$ cat src/logic/cache_pkg.sv
package cache_pkg;

  // word address and word width of the requester side and of the memory side
  localparam int unsigned ADDR_WIDTH = 8;
  localparam int unsigned DATA_WIDTH = 16;

  // width of the hit and miss counters
  localparam int unsigned COUNT_WIDTH = 16;

  typedef enum logic {
    OP_READ  = 1'b0, // read one word
    OP_WRITE = 1'b1  // write one word through to memory
  } cache_op_e;

  // controller sequence for one request
  typedef enum logic [1:0] {
    IDLE    = 2'd0, // waiting for a request strobe
    RESPOND = 2'd1, // lookup on the held request, answers hits and writes
    FETCH   = 2'd2, // read miss is out on the memory port
    REFILL  = 2'd3  // fetched word goes into the line and back to the requester
  } ctrl_state_e;

  // request from the requester, 25 bits
  typedef struct packed {
    cache_op_e             op;
    logic [ADDR_WIDTH-1:0] addr;
    logic [DATA_WIDTH-1:0] wdata; // only meaningful for writes
  } cache_req_t;

  // response to the requester, 17 bits
  typedef struct packed {
    logic [DATA_WIDTH-1:0] rdata; // read data, or the written data on a write
    logic                  hit;   // request was served from the store
  } cache_rsp_t;

  // request towards the word memory, 25 bits
  typedef struct packed {
    logic                  we; // high for write-through, low for a miss fetch
    logic [ADDR_WIDTH-1:0] addr;
    logic [DATA_WIDTH-1:0] wdata;
  } mem_req_t;

  // memory only answers fetches so the response is just the word
  typedef struct packed {
    logic [DATA_WIDTH-1:0] rdata;
  } mem_rsp_t;

endpackage

$ cat src/logic/cache_srw.sv
`timescale 1ns/10ps

module cache_srw #(
  // number of lines is 2**IDX_BITS so any index is in range
  parameter int unsigned IDX_BITS = 2
) (
  input  wire                             clk,
  input  wire                             rst_n_i,

  // write port, takes effect on the rising edge
  input  wire                             wr_en_i,
  input  wire  [cache_pkg::ADDR_WIDTH-1:0] wr_addr_i,
  input  wire  [cache_pkg::DATA_WIDTH-1:0] wr_data_i,

  // read port, purely combinational
  input  wire  [cache_pkg::ADDR_WIDTH-1:0] rd_addr_i,
  output logic [cache_pkg::DATA_WIDTH-1:0] rd_data_o,
  output logic                             rd_hit_o   // valid line with matching tag
);

  localparam int unsigned NUM_LINES = 2 ** IDX_BITS;
  localparam int unsigned TAG_WIDTH = cache_pkg::ADDR_WIDTH - IDX_BITS; // upper address bits

  // one line of the store, valid is kept apart since it needs a reset
  typedef struct packed {
    logic [cache_pkg::DATA_WIDTH-1:0] data;
    logic [TAG_WIDTH-1:0]             tag;
  } line_t;

  line_t                line_q [NUM_LINES]; // tag and data storage
  logic [NUM_LINES-1:0] valid_q;            // one bit per line, cleared by reset

  logic [IDX_BITS-1:0]  wr_idx;
  logic [IDX_BITS-1:0]  rd_idx;
  logic [TAG_WIDTH-1:0] rd_tag;
  line_t                wr_line;
  line_t                rd_line;

  // low address bits select the line and the rest is the tag
  assign wr_idx = wr_addr_i[IDX_BITS-1:0];
  assign rd_idx = rd_addr_i[IDX_BITS-1:0];
  assign rd_tag = rd_addr_i[cache_pkg::ADDR_WIDTH-1:IDX_BITS];

  assign wr_line.data = wr_data_i;
  assign wr_line.tag  = wr_addr_i[cache_pkg::ADDR_WIDTH-1:IDX_BITS];

  always_ff @(posedge clk) begin
    if (wr_en_i) begin
      line_q[wr_idx] <= wr_line; // new tag and data replace the old line
    end
  end

  always_ff @(posedge clk or negedge rst_n_i) begin
    if (!rst_n_i) begin
      valid_q <= '0; // nothing in the store can hit after reset
    end else if (wr_en_i) begin
      valid_q[wr_idx] <= 1'b1; // any write fills the whole line
    end
  end

  // read side sees the old contents in the cycle of a write to the same line
  assign rd_line   = line_q[rd_idx];
  assign rd_data_o = rd_line.data;
  assign rd_hit_o  = valid_q[rd_idx] && (rd_line.tag == rd_tag);

  // an unknown index would smear X across the valid bits
  a_wr_idx_known : assert property (
    @(posedge clk) disable iff (!rst_n_i)
    wr_en_i |-> !$isunknown(wr_idx)
  ) else $error("cache_srw write with unknown line index");

endmodule

$ cat src/logic/cache_ctrl.sv
`timescale 1ns/10ps

module cache_ctrl #(
  parameter int unsigned IDX_BITS = 2 // index width of the line store
) (
  input  wire                              clk,
  input  wire                              rst_n_i,

  // requester side
  input  wire                              req_valid_i,
  input  wire  cache_pkg::cache_req_t      req_i,
  output logic                             rsp_valid_o,
  output cache_pkg::cache_rsp_t            rsp_o,

  // memory side
  output logic                             mem_req_valid_o,
  output cache_pkg::mem_req_t              mem_req_o,
  input  wire                              mem_rsp_valid_i,
  input  wire  cache_pkg::mem_rsp_t        mem_rsp_i,

  // line store write port
  output logic                             wr_en_o,
  output logic [cache_pkg::ADDR_WIDTH-1:0] wr_addr_o,
  output logic [cache_pkg::DATA_WIDTH-1:0] wr_data_o,

  // line store read port, answers in the same cycle
  output logic [cache_pkg::ADDR_WIDTH-1:0] rd_addr_o,
  input  wire  [cache_pkg::DATA_WIDTH-1:0] rd_data_i,
  input  wire                              rd_hit_i,

  // one pulse of either kind per request
  output logic                             lookup_hit_o,
  output logic                             lookup_miss_o
);

  cache_pkg::ctrl_state_e           state_q;
  cache_pkg::ctrl_state_e           state_d;
  cache_pkg::cache_req_t            req_q;  // request being served
  logic [cache_pkg::DATA_WIDTH-1:0] fill_q; // word returned by memory on a miss
  logic                             is_write;

  // the store needs at least one index bit and at least one tag bit
  if (IDX_BITS < 1 || IDX_BITS >= cache_pkg::ADDR_WIDTH) begin : g_idx_check
    $error("cache_ctrl IDX_BITS must leave room for both index and tag");
  end

  assign is_write = (req_q.op == cache_pkg::OP_WRITE);

  always_ff @(posedge clk or negedge rst_n_i) begin
    if (!rst_n_i) begin
      state_q <= cache_pkg::IDLE;
    end else begin
      state_q <= state_d;
    end
  end

  // request is only taken in IDLE since there is no back-pressure
  always_ff @(posedge clk) begin
    if (state_q == cache_pkg::IDLE && req_valid_i) begin
      req_q <= req_i;
    end
  end

  always_ff @(posedge clk) begin
    if (state_q == cache_pkg::FETCH && mem_rsp_valid_i) begin
      fill_q <= mem_rsp_i.rdata; // held for the refill cycle
    end
  end

  // the held address drives both store ports, the line index never changes mid request
  assign rd_addr_o = req_q.addr;
  assign wr_addr_o = req_q.addr;

  // memory payload is fixed by the held request and qualified by the strobe
  assign mem_req_o.we    = is_write;
  assign mem_req_o.addr  = req_q.addr;
  assign mem_req_o.wdata = req_q.wdata;

  always_comb begin
    state_d         = state_q;
    rsp_valid_o     = 1'b0;
    rsp_o           = '0;
    mem_req_valid_o = 1'b0;
    wr_en_o         = 1'b0;
    wr_data_o       = req_q.wdata; // write data unless a refill overrides it
    lookup_hit_o    = 1'b0;
    lookup_miss_o   = 1'b0;

    case (state_q)
      cache_pkg::IDLE: begin
        if (req_valid_i) begin
          state_d = cache_pkg::RESPOND; // lookup happens on the latched address
        end
      end

      cache_pkg::RESPOND: begin
        // counters see every request here, writes included
        lookup_hit_o  = rd_hit_i;
        lookup_miss_o = !rd_hit_i;
        if (is_write) begin
          // write-through: line update, memory write and acknowledge in one cycle
          wr_en_o         = 1'b1;
          mem_req_valid_o = 1'b1;
          rsp_valid_o     = 1'b1;
          rsp_o.rdata     = req_q.wdata;
          rsp_o.hit       = rd_hit_i; // old line matched or not
          state_d         = cache_pkg::IDLE;
        end else if (rd_hit_i) begin
          rsp_valid_o = 1'b1;
          rsp_o.rdata = rd_data_i;
          rsp_o.hit   = 1'b1;
          state_d     = cache_pkg::IDLE;
        end else begin
          mem_req_valid_o = 1'b1; // fetch of the same word address
          state_d         = cache_pkg::FETCH;
        end
      end

      cache_pkg::FETCH: begin
        if (mem_rsp_valid_i) begin
          state_d = cache_pkg::REFILL; // memory latency is open ended
        end
      end

      cache_pkg::REFILL: begin
        wr_en_o     = 1'b1;
        wr_data_o   = fill_q;
        rsp_valid_o = 1'b1;
        rsp_o.rdata = fill_q;
        rsp_o.hit   = 1'b0;
        state_d     = cache_pkg::IDLE;
      end

      default: begin
        state_d = cache_pkg::IDLE;
      end
    endcase
  end

  // requester has to wait for the response before the next strobe
  a_req_only_idle : assert property (
    @(posedge clk) disable iff (!rst_n_i)
    req_valid_i |-> state_q == cache_pkg::IDLE
  ) else $error("cache_ctrl request strobe while busy");

  // memory answers nothing but an outstanding fetch
  a_mem_rsp_only_fetch : assert property (
    @(posedge clk) disable iff (!rst_n_i)
    mem_rsp_valid_i |-> state_q == cache_pkg::FETCH
  ) else $error("cache_ctrl memory response without a fetch");

  // each request gets a single response strobe
  a_rsp_one_cycle : assert property (
    @(posedge clk) disable iff (!rst_n_i)
    rsp_valid_o |=> !rsp_valid_o
  ) else $error("cache_ctrl response strobe longer than one cycle");

endmodule

$ cat src/logic/cache_stats.sv
`timescale 1ns/10ps

module cache_stats (
  input  wire                               clk,
  input  wire                               rst_n_i,
  input  wire                               lookup_hit_i,  // one cycle per hit
  input  wire                               lookup_miss_i, // one cycle per miss
  output logic [cache_pkg::COUNT_WIDTH-1:0] hit_count_o,
  output logic [cache_pkg::COUNT_WIDTH-1:0] miss_count_o
);

  // stops at all ones so a long run never reads as a small count
  function automatic logic [cache_pkg::COUNT_WIDTH-1:0] sat_inc(
    input logic [cache_pkg::COUNT_WIDTH-1:0] cnt
  );
    return (&cnt) ? cnt : cnt + 1'b1;
  endfunction

  always_ff @(posedge clk or negedge rst_n_i) begin
    if (!rst_n_i) begin
      hit_count_o <= '0;
    end else if (lookup_hit_i) begin
      hit_count_o <= sat_inc(hit_count_o);
    end
  end

  always_ff @(posedge clk or negedge rst_n_i) begin
    if (!rst_n_i) begin
      miss_count_o <= '0;
    end else if (lookup_miss_i) begin
      miss_count_o <= sat_inc(miss_count_o);
    end
  end

  // a lookup is either one or the other, never both
  a_one_pulse : assert property (
    @(posedge clk) disable iff (!rst_n_i)
    !(lookup_hit_i && lookup_miss_i)
  ) else $error("cache_stats hit and miss reported together");

endmodule

$ cat src/logic/cache_top.sv
`timescale 1ns/10ps

module cache_top #(
  parameter int unsigned IDX_BITS = 2 // 4 lines by default
) (
  input  wire                               clk,
  input  wire                               rst_n_i,

  // requester
  input  wire                               req_valid_i,
  input  wire  cache_pkg::cache_req_t       req_i,
  output logic                              rsp_valid_o,
  output cache_pkg::cache_rsp_t             rsp_o,

  // word memory
  output logic                              mem_req_valid_o,
  output cache_pkg::mem_req_t               mem_req_o,
  input  wire                               mem_rsp_valid_i,
  input  wire  cache_pkg::mem_rsp_t         mem_rsp_i,

  // performance counters
  output logic [cache_pkg::COUNT_WIDTH-1:0] hit_count_o,
  output logic [cache_pkg::COUNT_WIDTH-1:0] miss_count_o
);

  // controller to store
  logic                             wr_en;
  logic [cache_pkg::ADDR_WIDTH-1:0] wr_addr;
  logic [cache_pkg::DATA_WIDTH-1:0] wr_data;
  logic [cache_pkg::ADDR_WIDTH-1:0] rd_addr;
  logic [cache_pkg::DATA_WIDTH-1:0] rd_data;
  logic                             rd_hit;

  // controller to counters
  logic                             lookup_hit;
  logic                             lookup_miss;

  cache_ctrl #(
    .IDX_BITS (IDX_BITS)
  ) i_cache_ctrl (
    .clk             (clk),
    .rst_n_i         (rst_n_i),
    .req_valid_i     (req_valid_i),
    .req_i           (req_i),
    .rsp_valid_o     (rsp_valid_o),
    .rsp_o           (rsp_o),
    .mem_req_valid_o (mem_req_valid_o),
    .mem_req_o       (mem_req_o),
    .mem_rsp_valid_i (mem_rsp_valid_i),
    .mem_rsp_i       (mem_rsp_i),
    .wr_en_o         (wr_en),
    .wr_addr_o       (wr_addr),
    .wr_data_o       (wr_data),
    .rd_addr_o       (rd_addr),
    .rd_data_i       (rd_data),
    .rd_hit_i        (rd_hit),
    .lookup_hit_o    (lookup_hit),
    .lookup_miss_o   (lookup_miss)
  );

  cache_srw #(
    .IDX_BITS (IDX_BITS)
  ) i_cache_srw (
    .clk       (clk),
    .rst_n_i   (rst_n_i),
    .wr_en_i   (wr_en),
    .wr_addr_i (wr_addr),
    .wr_data_i (wr_data),
    .rd_addr_i (rd_addr),
    .rd_data_o (rd_data),
    .rd_hit_o  (rd_hit)
  );

  cache_stats i_cache_stats (
    .clk           (clk),
    .rst_n_i       (rst_n_i),
    .lookup_hit_i  (lookup_hit),
    .lookup_miss_i (lookup_miss),
    .hit_count_o   (hit_count_o),
    .miss_count_o  (miss_count_o)
  );

endmodule

$ cat config.mk
export PLATFORM = sky130hd
export DESIGN_NAME = cache_top
export DESIGN_NICKNAME = d
export VERILOG_FILES = /design/src/logic/cache_pkg.sv /design/src/logic/cache_srw.sv /design/src/logic/cache_ctrl.sv /design/src/logic/cache_stats.sv /design/src/logic/cache_top.sv
export SDC_FILE = /design/constraint.sdc
export NUM_CORES = 1
export LEC_CHECK = 0
export ABC_AREA = 1
export BUFFER_PORTS_ARGS = -buffer_cell sky130_fd_sc_hd__buf_2
export CORE_MARGIN = 5
export CORE_UTILIZATION = 61
export DETAILED_ROUTE_END_ITERATION = 7
export MAX_ROUTING_LAYER = met4
export PLACE_DENSITY_LB_ADDON = 0.12
export SYNTH_ARGS = -nofsm -noshare
export SYNTH_HDL_FRONTEND = slang
export SYNTH_SLANG_ARGS = --single-unit
$ cat constraint.sdc
create_clock -name clk -period 4.8 [get_ports clk]
set_clock_uncertainty 0.1 [all_clocks]
set_input_delay 0.96 -clock clk [delete_from_list [all_inputs] [get_ports clk]]
set_output_delay 0.96 -clock clk [all_outputs]
set_load 0.02 [all_outputs]
==> metrics.md <==
| Metric | Value |
|---|---|
| Worst Path Required | 3.74 ns |
| Synth Instances | 722 |
| Leakage power | 3.73 nW |
| Placer Congestion | 0.922 |
| PD cells | 514 nW/um^2 |
| Die width | 121 um |
| Synth Warn # | 0 |
| CTS H-tree lvls | 4 |
| WP data arrival | 2.75 ns |
| Clk buf depth | 2 |
| Critical-path cell list | buf_4, nand2_1, nand3_1, nand2_1, nand2_1, nand2_1, nor2_1, nand2_1, nor2_8, inv_4, o21ai_1, buf_2 |
| Reg-to-Reg End | i_cache_stats.miss_count_o[0] |
| FF-to-FF path depth | 6 |
| Layout cells sized above 1 | 22.5% |
| Post-CTS setup buffer count | 0 |
| Setup violators final | 0 |
| Sum of negative setup slack | 0 ns |
| Total power | 4.52 mW |
| Crit Path Max Fanout | 44 |
| IO Pins | 121 |
| Commonest cells after routing, fill and taps aside | 226 x nand2_1, 129 x edfxtp_1, 120 x buf_2 |
| Syn avg cell area | 10.4 um^2 |
| Largest net degree at the start of global routing | 45 |
| GRT met2 Usage | 38.8% |
| Max Freq | 263 MHz |
| TritonCTS Buffers | 17 |
| Final period utilization | 79.3% |
| Worst skew pair latency | 0.43 ns |
| Syn nets | 769 |
| Worst Tran Pin Value | 1.03 ns |
| Final Slew Violations | 0 |
| Worst R2R Start | i_cache_ctrl.state_q[0] |
| Grt total ovfl | 0 |
| Die Span Y | 121 um |
| Root Buffer | clkbuf_16 |
| WHS | 0.364 ns |
| Worst hold path type | reg -> reg |
| MaxCap Viol Count | 0 |
| Cell total after placement | 990 |
| Initial core utilization | 62.5% |
| Hold_buf cts | 0 |
| Die area | 14700 um^2 |
| Setup CP Type | reg -> out |
| Critical Path Max Stage Delay | 0.40 ns |
| Reg2Reg Setup Slack | 1.83 ns |
| Fin cells | 1022 |
| Startpoint Class | flop |
| Post-Syn Area | 7530 um^2 |
| Initial antenna violation count | 0 |
| Fin crit period | 3.81 ns |
| Slew margin rel. | 30.6% |
| Post-CTS Resized | 0 |
| DRT Wirelength | 17400 um |
| Area Growth Syn to Fin | 16.7% |
| Port Buffer Count | 120 |
| Global Route Usage Sum | 25.2% |
| CP endpoint kind | output port |
| First-pass GRT wire length | 27800 um |
| Status | complete, no violations |
| Register area share after synthesis | 64.6% |
| Routed vias | 5603 |
| Iter 0 DRT Violations | 539 |
| Max VDD drop | 0.366 mV |
| #FFs+latches synth | 169 |
| Post-DRT Antenna Nets | 0 |
| N_diodes | 0 |
| Met3 Use GR | 5.87% |
| Number of global-route vias before repair | 5524 |
| Critical path endpoint | rsp_valid_o |
| DR DRC count | 0 |
| Drt wl/cell | 17.0 um |
| Most used cell, CP | nand2_1 |
| Met1 Track Usage GR | 33.1% |
| Nets | 888 |
| Placed wire-length estimate | 11900 um |
| Vias/cell | 5.48 |
| Final hold vios | 0 |
| CTS tree | built |
| Drt pass-1 iters | 5 |
| Clock-pin slew on the worst setup and hold paths | 0.07 ns |
| Sink Count | 169 |
| Most common cell after layout, fill and taps aside | nand2_1 |
| Yosys cell types | 34 |
| Core Box Area | 12100 um^2 |
| Grt peak-use layer | met2 |
| RSZ-0062 raised after global routing | no |
| Critical-path top delay cell | buf_4 |
| Num rows | 40 |
==> flip-flops by register name, indices dropped and copies added (netlist names), named ones only <==
register	count
i_cache_ctrl.mem_req_o	16
i_cache_ctrl.state_q	1
i_cache_ctrl.rd_addr_o	8
i_cache_stats.miss_count_o	16
i_cache_ctrl.is_write	1
i_cache_stats.hit_count_o	16
i_cache_srw.valid_q	4
i_cache_ctrl.fill_q	16
i_cache_srw.line_q	88
==> per-stage QoR <==
stage,util [%],instance area [um^2],worst slack [ns]
3_3_place_gp,68.4,8250,1.50
5_1_grt,72.9,8790,0.778
2_1_floorplan,-,7530,1.94
6_report,72.9,8790,0.992
3_5_place_dp,68.4,8250,1.47
4_1_cts,72.9,8790,0.984
==> synthesized netlist by cell type <==
library cell / number / area [um^2]
a21oi_1: 2 / 10.0
buf_6: 7 / 78.8
nand4_1: 4 / 25.0
dfxtp_1: 2 / 40.0
edfxtp_1: 129 / 3870
xor2_2: 1 / 16.3
clkbuf_1: 14 / 52.6
nand2_2: 2 / 12.5
inv_4: 2 / 12.5
o21ai_0: 39 / 195
nor2_1: 53 / 199
or2_2: 2 / 12.5
xor2_1: 13 / 114
inv_1: 46 / 173
nand3_4: 2 / 35.0
o22ai_1: 16 / 100
buf_1: 1 / 3.75
nand3_2: 1 / 10.0
xnor2_1: 15 / 131
nor3_1: 8 / 40.0
nor2_8: 1 / 20.0
nand2_1: 226 / 848
clkinv_1: 1 / 3.75
o21ai_2: 15 / 131
nand3b_1: 2 / 15.0
buf_2: 3 / 15.0
buf_4: 3 / 22.5
nand3_1: 59 / 295
nor2_2: 1 / 6.26
dfrtp_1: 38 / 951
inv_2: 1 / 3.75
ha_1: 2 / 25.0
nor4_1: 5 / 31.3
o21ai_1: 6 / 30.0
==> cell type report <==
type                       count  area, um^2
timing repair buffer         128         661
sequential                   169        4860
fill                         872        3270
inverter                      50         193
clock inverter                15         119
clock buffer                  17         425
tap                          168         210
multi-input combinational    475        2320
==> how the worst min path moves through the flow <==
| stage | start | endpoint | depth (start not counted) |
|---|---|---|---|
| after floorplan | i_cache_srw.valid_q[0] | i_cache_srw.valid_q[0] | 2 |
| after global placement | i_cache_srw.valid_q[2] | i_cache_srw.valid_q[2] | 2 |
| after detailed placement | i_cache_srw.valid_q[2] | i_cache_srw.valid_q[2] | 2 |
| after CTS | i_cache_srw.valid_q[2] | i_cache_srw.valid_q[2] | 2 |
| after global routing | i_cache_srw.valid_q[1] | i_cache_srw.valid_q[1] | 1 |
| final | i_cache_srw.valid_q[0] | i_cache_srw.valid_q[0] | 2 |
==> metal layers <==
layer,up-vias,wire [um],part of all wire [%]
met4,0,380,2.2
li1,2669,-,-
met2,229,8320,48
met3,33,1280,7.4
met1,2672,7380,43
met5,-,0,0
==> worst max-delay path: cells and delay by family (launching register included) <==
family,cells,cell delay (ns)
flip-flops,1,0.38
buffers and inverters,3,0.76
AND/OR/NAND/NOR,8,0.90
AO/OA/AOI/OAI,1,0.25
==> cells by family after synthesis <==
kind of cell,after synthesis,synth area share [%]
adders and majority gates,2,0.332
buffers and inverters,78,4.85
DFF,169,64.6
and+or+nand+nor,366,20.6
AOI/OAI and AO/OA,78,6.20
xor gates and xnor gates,29,3.47
==> report_power, final <==
group	internal, mW	total [mW]	switching, mW
Sequential	1.90	2.02	0.121
Clock	0.669	1.26	0.587
Combinational	0.331	1.24	0.913
Total	2.90	4.52	1.62
Power figures use the tool's default switching activity.
